### src/design/rv32i_defs.svh
`ifndef RV32I_DEFS_SVH
`define RV32I_DEFS_SVH

// widths shared by the execute and memory-access stages

// data path and address width of the integer core
`define RV_XLEN   32

// number of byte lanes in one data word
`define RV_NBYTES 4

// width of a single byte lane on the data bus
`define RV_BYTE_W 8

`endif

### src/design/rv32i_types.sv
`include "rv32i_defs.svh"

package rv32i_types;

  typedef logic [`RV_XLEN-1:0] rv32i_word;

  // alu operation select carried in the control word
  typedef enum logic [3:0] {
    add  = 4'b0000,
    sll  = 4'b0001,
    slt  = 4'b0010,
    sltu = 4'b0011,
    axor = 4'b0100,
    srl  = 4'b0101,
    aor  = 4'b0110,
    aand = 4'b0111,
    sub  = 4'b1000,
    sra  = 4'b1101
  } alu_ops;

  typedef enum logic [2:0] {
    beq  = 3'b000,
    bne  = 3'b001,
    blt  = 3'b100,
    bge  = 3'b101,
    bltu = 3'b110,
    bgeu = 3'b111
  } branch_funct3_t;

  // store funct3 uses the same width codes as the loads
  typedef enum logic [2:0] {
    lb  = 3'b000,
    lh  = 3'b001,
    lw  = 3'b010,
    lbu = 3'b100,
    lhu = 3'b101
  } load_funct3_t;

  typedef struct packed {
    alu_ops         aluop;
    branch_funct3_t cmpop;
    logic           mem_read;
    logic           mem_write;
    logic           load_regfile;  // an all zero word is a bubble
  } rv32i_control_word;

  typedef struct packed {
    rv32i_word         pc;
    rv32i_word         instruction;
    rv32i_word         alu_in_1;
    rv32i_word         alu_in_2;
    rv32i_word         rs1_out;
    rv32i_word         rs2;
    rv32i_word         cmp_in;
    rv32i_control_word ctrl;
  } ex_in_t;

  typedef struct packed {
    rv32i_control_word      ctrl;
    rv32i_word              instruction;
    rv32i_word              pc;
    rv32i_word              alu_out;
    rv32i_word              rs2_out;
    logic                   br_en;
    logic [`RV_NBYTES-1:0]  mem_byte_enable;
  } ex_out_t;

  typedef struct packed {
    rv32i_control_word ctrl;
    rv32i_word         instruction;
    rv32i_word         pc;
    rv32i_word         alu_out;
    rv32i_word         mem_rdata;  // zero for anything that is not a load
    logic              br_en;
  } wb_out_t;

  typedef union packed {
    logic [`RV_NBYTES-1:0][`RV_BYTE_W-1:0]       bytes;
    logic [`RV_NBYTES/2-1:0][2*`RV_BYTE_W-1:0]   halves;
  } load_data_u;

endpackage

### src/design/alu.sv
`timescale 1ns/10ps

module alu (
  input  rv32i_types::alu_ops    aluop,
  input  rv32i_types::rv32i_word a,
  input  rv32i_types::rv32i_word b,
  output rv32i_types::rv32i_word f
);
  import rv32i_types::*;

  logic [4:0] shamt;

  assign shamt = b[4:0];  // only the low five bits count for a shift

  always_comb begin
    case (aluop)
      add:
        f = a + b;
      sub:
        f = a - b;
      sll:
        f = a << shamt;
      srl:
        f = a >> shamt;
      sra:
        f = rv32i_word'($signed(a) >>> shamt);  // fills with the sign bit of a
      slt:
        f = rv32i_word'($signed(a) < $signed(b));
      sltu:
        f = rv32i_word'(a < b);
      axor:
        f = a ^ b;
      aor:
        f = a | b;
      aand:
        f = a & b;
      default:
        f = a + b;  // unused codes behave like add
    endcase
  end

endmodule

### src/design/cmp.sv
`timescale 1ns/10ps

module cmp (
  input  rv32i_types::branch_funct3_t cmpop,
  input  rv32i_types::rv32i_word      rs1_out,
  input  rv32i_types::rv32i_word      cmp_in,
  output logic                        br_en
);
  import rv32i_types::*;

  always_comb begin
    case (cmpop)
      beq:
        br_en = (rs1_out == cmp_in);
      bne:
        br_en = (rs1_out != cmp_in);
      blt:
        br_en = ($signed(rs1_out) < $signed(cmp_in));
      bge:
        br_en = ($signed(rs1_out) >= $signed(cmp_in));
      bltu:
        br_en = (rs1_out < cmp_in);
      bgeu:
        br_en = (rs1_out >= cmp_in);
      default:
        br_en = 1'b0;  // funct3 010 and 011 are not branches
    endcase
  end

endmodule

### src/design/ex_ma_top.sv
`timescale 1ns/10ps
`include "rv32i_defs.svh"

module ex_ma_top (
  input  logic                   clk,
  input  logic                   rst,
  input  rv32i_types::ex_in_t    ex_in,
  input  logic                   if_stall,
  output logic                   wb_cyc,
  output logic                   wb_stb,
  output logic                   wb_we,
  output rv32i_types::rv32i_word wb_adr,
  output logic [`RV_NBYTES-1:0]  wb_sel,
  output rv32i_types::rv32i_word wb_dat_o,
  input  rv32i_types::rv32i_word wb_dat_i,
  input  logic                   wb_ack,
  output rv32i_types::wb_out_t   wb
);
  import rv32i_types::*;

  ex_out_t ex_out;    // execute register feeding memory access
  logic    ma_stall;  // held back while a load or store waits for ack

  instruction_execute instruction_execute_i (
    .clk      (clk),
    .rst      (rst),
    .ex_in    (ex_in),
    .if_stall (if_stall),
    .ma_stall (ma_stall),
    .ex_out   (ex_out)
  );

  mem_access mem_access_i (
    .clk      (clk),
    .rst      (rst),
    .ex_out   (ex_out),
    .if_stall (if_stall),
    .ma_stall (ma_stall),
    .wb_cyc   (wb_cyc),
    .wb_stb   (wb_stb),
    .wb_we    (wb_we),
    .wb_adr   (wb_adr),
    .wb_sel   (wb_sel),
    .wb_dat_o (wb_dat_o),
    .wb_dat_i (wb_dat_i),
    .wb_ack   (wb_ack),
    .wb       (wb)
  );

endmodule

### src/design/instruction_execute.sv
`timescale 1ns/10ps
`include "rv32i_defs.svh"

module instruction_execute (
  input  logic                  clk,
  input  logic                  rst,
  input  rv32i_types::ex_in_t   ex_in,
  input  logic                  if_stall,
  input  logic                  ma_stall,
  output rv32i_types::ex_out_t  ex_out
);
  import rv32i_types::*;

  rv32i_word             alu_f;
  logic                  br_en;
  logic [1:0]            offset;
  logic [`RV_NBYTES-1:0] byte_en;
  logic                  stall;

  alu alu_i (
    .aluop (ex_in.ctrl.aluop),
    .a     (ex_in.alu_in_1),
    .b     (ex_in.alu_in_2),
    .f     (alu_f)
  );

  cmp cmp_i (
    .cmpop   (ex_in.ctrl.cmpop),
    .rs1_out (ex_in.rs1_out),
    .cmp_in  (ex_in.cmp_in),
    .br_en   (br_en)
  );

  assign offset = alu_f[1:0];  // byte offset of the effective address
  assign stall  = if_stall | ma_stall;

  // lanes that fall above the top byte are simply lost for misaligned accesses
  always_comb begin
    case (load_funct3_t'(ex_in.instruction[14:12]))
      lw: begin
        byte_en = 4'b1111 << offset;
      end
      lh, lhu: begin
        byte_en = 4'b0011 << offset;
      end
      lb, lbu: begin
        byte_en = 4'b0001 << offset;
      end
      default: begin
        byte_en = 4'b1111;
      end
    endcase
  end

  always_ff @(posedge clk) begin
    if (rst) begin
      ex_out <= '0;  // every control bit reads as a bubble
    end else if (!stall) begin
      ex_out.ctrl            <= ex_in.ctrl;
      ex_out.instruction     <= ex_in.instruction;
      ex_out.pc              <= ex_in.pc;
      ex_out.alu_out         <= alu_f;
      ex_out.rs2_out         <= ex_in.rs2;
      ex_out.br_en           <= br_en;
      ex_out.mem_byte_enable <= byte_en;
    end
  end

endmodule

### src/design/mem_access.sv
`timescale 1ns/10ps
`include "rv32i_defs.svh"

module mem_access (
  input  logic                   clk,
  input  logic                   rst,
  input  rv32i_types::ex_out_t   ex_out,
  input  logic                   if_stall,
  output logic                   ma_stall,
  output logic                   wb_cyc,
  output logic                   wb_stb,
  output logic                   wb_we,
  output rv32i_types::rv32i_word wb_adr,
  output logic [`RV_NBYTES-1:0]  wb_sel,
  output rv32i_types::rv32i_word wb_dat_o,
  input  rv32i_types::rv32i_word wb_dat_i,
  input  logic                   wb_ack,
  output rv32i_types::wb_out_t   wb
);
  import rv32i_types::*;

  logic       mem_op;
  logic       done;        // the bus already acked this instruction
  logic       advance;
  logic [1:0] offset;
  logic [4:0] lane_shift;
  rv32i_word  ack_data;    // load word kept while if_stall holds the stage
  rv32i_word  rdata_raw;
  load_data_u rdata_lane;
  rv32i_word  load_value;

  assign mem_op     = ex_out.ctrl.mem_read | ex_out.ctrl.mem_write;
  assign offset     = ex_out.alu_out[1:0];
  assign lane_shift = {offset, 3'b000};  // eight bits per byte of offset

  // a request stays up from the moment the instruction arrives until its ack
  assign wb_cyc   = mem_op & ~done;
  assign wb_stb   = mem_op & ~done;
  assign wb_we    = ex_out.ctrl.mem_write;
  assign wb_adr   = {ex_out.alu_out[`RV_XLEN-1:2], 2'b00};
  assign wb_sel   = ex_out.mem_byte_enable;
  assign wb_dat_o = ex_out.rs2_out << lane_shift;  // move store data onto its lanes

  assign ma_stall = mem_op & ~done & ~wb_ack;
  assign advance  = ~(if_stall | ma_stall);

  always_ff @(posedge clk) begin
    if (rst) begin
      done <= 1'b0;
    end else if (advance) begin
      done <= 1'b0;
    end else if (wb_stb && wb_ack) begin
      done <= 1'b1;  // the ack came while if_stall was high
    end
  end

  always_ff @(posedge clk) begin
    if (wb_stb && wb_ack) begin
      ack_data <= wb_dat_i;
    end
  end

  assign rdata_raw  = done ? ack_data : wb_dat_i;
  assign rdata_lane = rdata_raw >> lane_shift;  // addressed byte ends up in lane 0

  always_comb begin
    case (load_funct3_t'(ex_out.instruction[14:12]))
      lb: begin
        load_value = {{(`RV_XLEN-`RV_BYTE_W){rdata_lane.bytes[0][`RV_BYTE_W-1]}},
                      rdata_lane.bytes[0]};
      end
      lbu: begin
        load_value = {{(`RV_XLEN-`RV_BYTE_W){1'b0}}, rdata_lane.bytes[0]};
      end
      lh: begin
        load_value = {{(`RV_XLEN-2*`RV_BYTE_W){rdata_lane.halves[0][2*`RV_BYTE_W-1]}},
                      rdata_lane.halves[0]};
      end
      lhu: begin
        load_value = {{(`RV_XLEN-2*`RV_BYTE_W){1'b0}}, rdata_lane.halves[0]};
      end
      default: begin
        load_value = rdata_lane;  // lw takes the whole shifted word
      end
    endcase
  end

  always_ff @(posedge clk) begin
    if (rst) begin
      wb <= '0;
    end else if (advance) begin
      wb.ctrl        <= ex_out.ctrl;
      wb.instruction <= ex_out.instruction;
      wb.pc          <= ex_out.pc;
      wb.alu_out     <= ex_out.alu_out;
      wb.mem_rdata   <= ex_out.ctrl.mem_read ? load_value : '0;
      wb.br_en       <= ex_out.br_en;
    end
  end

  // the execute stage must hand over a lane mask for every memory access
  sel_nonzero: assert property (
    @(posedge clk) disable iff (rst)
    wb_stb |-> (wb_sel != '0)
  ) else $error("wb_sel is zero during a request");

  req_stable: assert property (
    @(posedge clk) disable iff (rst)
    (wb_stb && !wb_ack) |=> ($stable(wb_adr) && $stable(wb_sel) && $stable(wb_dat_o))
  ) else $error("request fields changed before ack");

endmodule

### config.mk
export PLATFORM = sky130hd
export DESIGN_NAME = ex_ma_top
export DESIGN_NICKNAME = d
export VERILOG_FILES = /design/src/design/rv32i_types.sv /design/src/design/alu.sv /design/src/design/cmp.sv /design/src/design/ex_ma_top.sv /design/src/design/instruction_execute.sv /design/src/design/mem_access.sv
export VERILOG_INCLUDE_DIRS = /design/src /design/src/design
export SDC_FILE = /design/constraint.sdc
export NUM_CORES = 1
export LEC_CHECK = 0
export BUFFER_PORTS_ARGS = -buffer_cell sky130_fd_sc_hd__buf_2
export CAP_MARGIN = 40
export CORE_MARGIN = 5
export CORE_UTILIZATION = 25
export DETAILED_ROUTE_END_ITERATION = 12
export GPL_TIMING_DRIVEN = 0
export SLEW_MARGIN = 10
export SYNTH_ARGS = -nofsm -noshare
export SYNTH_HDL_FRONTEND = slang
export SYNTH_SLANG_ARGS = --single-unit
### constraint.sdc
create_clock -name clk -period 8.13 [get_ports clk]
set_input_delay 0.813 -clock clk [delete_from_list [all_inputs] [get_ports clk]]
set_output_delay 0.813 -clock clk [all_outputs]
set_load 0.005 [all_outputs]
==> results.py <==
metrics = {
    "timing": {
        "hold_slack_ns": 0.444,
        "setup_viol": 0,
        "max_clock_freq_ghz": 0.190,
        "fin_skew_ns": 0.0219,
        "rsz0062_at_grt": "no",
        "period_minus_slack_ns": 5.26,
        "hold_violations": 0,
        "tightest_slew_ns": 0.941,
        "setup-tns-final_ns": 0,
        "slew_headroom": 0.368,
        "slew_violations": 0,
        "period_share": 0.647,
    },
    "clock_tree": {
        "cts_setup_buffers": 0,
        "cts_sinks": 315,
        "ctsHoldBuffers": 0,
        "path_clk_slew_ns": 0.06,
        "clock_latency_ns": 0.53,
        "tritoncts": "built",
        "cts_made_buffers": 35,
        "ctsResizeCount": 0,
        "cts_buffer_depth": 3,
        "cts.htree.levels": 2,
        "root_buffer": "clkbuf_16",
    },
    "global_route": {
        "grt.overflow.total": 0,
        "grt_max_degree": 34,
        "antenna_found_initial": 9,
        "grt_usage": 0.225,
        "grt_pass1_vias": 23111,
        "grt_pass1_wl_um": 160000,
    },
    "detailed_routing": {
        "drt_iter0_markers": 2679,
        "via_per_inst": 5.32,
        "vias": 24310,
        "drc_errors": 0,
        "wl_um": 113000,
        "drt_pre_antenna_iters": 6,
        "ant_nets": 0,
        "wl_per_cell_um": 24.7,
    },
    "final_layout": {
        "layout_common_cells": "587 x nand2_1, 508 x buf_2, 351 x a21oi_1",
        "utilization": 0.314,
        "num-nets-final": 3780,
        "fin_cells": 4568,
        "area_growth_pct": 24.2,
        "final_common_cell": "nand2_1",
        "nFillCells": 9398,
        "drive_above_1_share": 0.216,
    },
    "die": {
        "die_area_um2": 93800,
        "die_h_um": 306,
        "initial_utilization": 0.252,
        "pin_count": 480,
        "core-area_um2": 86900,
        "rows": 108,
        "fp.dieW_um": 306,
    },
    "logic_synthesis": {
        "synthArstFlopShare": 0,
        "yosysWarnings": 0,
        "netlist_area_um2": 21900,
        "synth_compound_area_frac": 0.249,
        "synth_edf_count": 32,
        "yosys.area_share.simple": 0.188,
        "synth_cell_types": 97,
        "synth_top_family_by_area": "compound AO/OA/AOI/OAI gates",
        "synth_flop_cell": "dfxtp_1",
        "synth_adder_area_share": 0.0754,
        "synthMuxAreaShare": 0.101,
        "seq_area_frac_synth": 0.302,
        "yosys_register_bits": 315,
        "synth_area_per_cell_um2": 7.72,
        "synth_xor_area_frac": 0.00759,
        "netlist_instances": 2841,
    },
    "critical_path": {
        "slowest_stage": "nor4_1",
        "cp_top_family": "buffers and inverters",
        "start_kind": "primary input",
        "crit_fanout": 11,
        "reg2reg_slack_ns": 4.15,
        "path_cells": "buf_2 > clkbuf_1 > inv_2 > buf_1 > clkbuf_1 > ha_1 > nand3_1 > o211a_1 > nor4_1 > o311ai_1 > a31oi_1 > nand4_1 > and4b_1 > a2111oi_1",
        "endpoint_kind": "flip-flop",
        "cp.buffers_inverters": 5,
        "criticalPathCategory": "in2reg",
        "path_common_cell": "clkbuf_1",
        "max_stage_delay_ns": 0.64,
        "timing.critical_path.arrival_ns": 5.68,
        "critical_path_required_ns": 8.55,
    },
    "min_path": {
        "hold_path.class": "reg2reg",
    },
    "place": {
        "globalplace.congestion": 0.991,
        "dpl.cell_count": 4497,
        "port_buffers": 476,
        "dp_hpwl_um": 91900,
    },
    "power": {
        "power_leakage_nw": 11.6,
        "p_per_area_nw_per_um2": 172,
        "ir_worst_vdd_mv": 0.163,
    },
    "status": {
        "status": "finished, final reports clean",
    },
    "flow_run": {
        "maxCapViolCount": 0,
    },
}
[worst min-delay path, cell delays in order (launching register included)]
cell	delay, ns
dfxtp_1	0.31
nand2_1	0.05
a21oi_1	0.05
[power by group]
group	leakage, nW	total [mW]	switching (mW)	internal (mW)
Sequential	2.61	1.73	0.0755	1.66
Clock	0.559	1.62	0.678	0.942
Combinational	8.46	1.35	0.863	0.483
Total	11.6	4.70	1.62	3.08
[sequential cells by signal, summed over array words and instances, names as in the netlist]
signal	cells
mem_access_i.ack_data	32
mem_access_i.wb	139
instruction_execute_i.ex_out	143
mem_access_i.done	1
[per-stage QoR]
step | power (mW) | setup slack, ns | instance area [µm²]
after floorplan | 2.49 | 4.13 | 21900
after global placement | 3.06 | 2.46 | 25800
after detailed placement | 3.08 | 2.50 | 26100
after CTS | 4.71 | 3.07 | 27200
after global routing | 4.91 | 2.78 | 27200
final | 4.70 | 2.87 | 27200
[final cells by class]
type                       count  area, µm²  area share
inverter                     137        514      0.0189
sequential                   315       6630       0.243
buffer                       251       1180      0.0434
clock inverter                12        140     0.00514
tap                         1155       1450      0.0530
clock buffer                  52       1020      0.0375
multi-input combinational   2139      13600       0.500
antenna                        7       17.5    0.000643
timing repair buffer         500       2680      0.0982
[cells in the mapped netlist, types with 8 or more instances]
library cell  instances  area [µm²]
o31ai_1              11        82.6
nor4_1                9        56.3
mux2_2               27         304
or3_1                10        62.6
mux2i_1              78         781
o21ai_1              28         140
a21oi_1             351        1760
buf_4                44         330
mux4_2               47        1060
o22ai_1              23         144
nand2_1             587        2200
nor2_1              190         713
nor3_1               38         190
o211ai_1             31         233
nand3_1              18        90.1
dfxtp_1             283        5670
a21o_1               30         225
o21a_1               15         113
nor2b_1              31         194
buf_2                31         155
a311oi_1              8        70.1
a211oi_1             50         375
clkbuf_1            147         552
ha_1                129        1610
and2_1               14        87.6
and3_1                9        56.3
buf_1                25        93.8
a31oi_1              13        81.3
nand4_1              19         119
edfxtp_1             32         961
inv_1               128         480
o2111ai_1            14         123
o21bai_1             11        82.6
a221oi_1             23         201
xnor2_1              18         158
a22o_1               27         236
a22oi_1              13        97.6
o21ai_0             124         621
[layer usage]
layer | track usage | up-vias | share of wire
li1 | - | 11148 | -
met1 | 0.298 | 11612 | 0.42
met2 | 0.370 | 1338 | 0.45
met3 | 0.0438 | 208 | 0.089
met4 | 0.0763 | 4 | 0.039
met5 | 0 | - | 0.00030
[final timing paths]
path | start | cells past startpoint | end
worst max-delay path | ex_in[109] | 14 | instruction_execute_i.ex_out[66]
worst min register to register | instruction_execute_i.ex_out[87] | 2 | mem_access_i.wb[83]
worst max register to register | instruction_execute_i.ex_out[134] | 7 | instruction_execute_i.ex_out[102]
worst min-delay path | instruction_execute_i.ex_out[87] | 2 | mem_access_i.wb[83]
[kinds of logic after synthesis]
group | after synthesis
simple gates | 966
compound gates | 863
buf+inv | 388
flops | 315
mux | 158
fa+ha+maj | 131
xor+xnor | 19
other cells | 1
No activity file was read; power rests on OpenSTA's default activity.
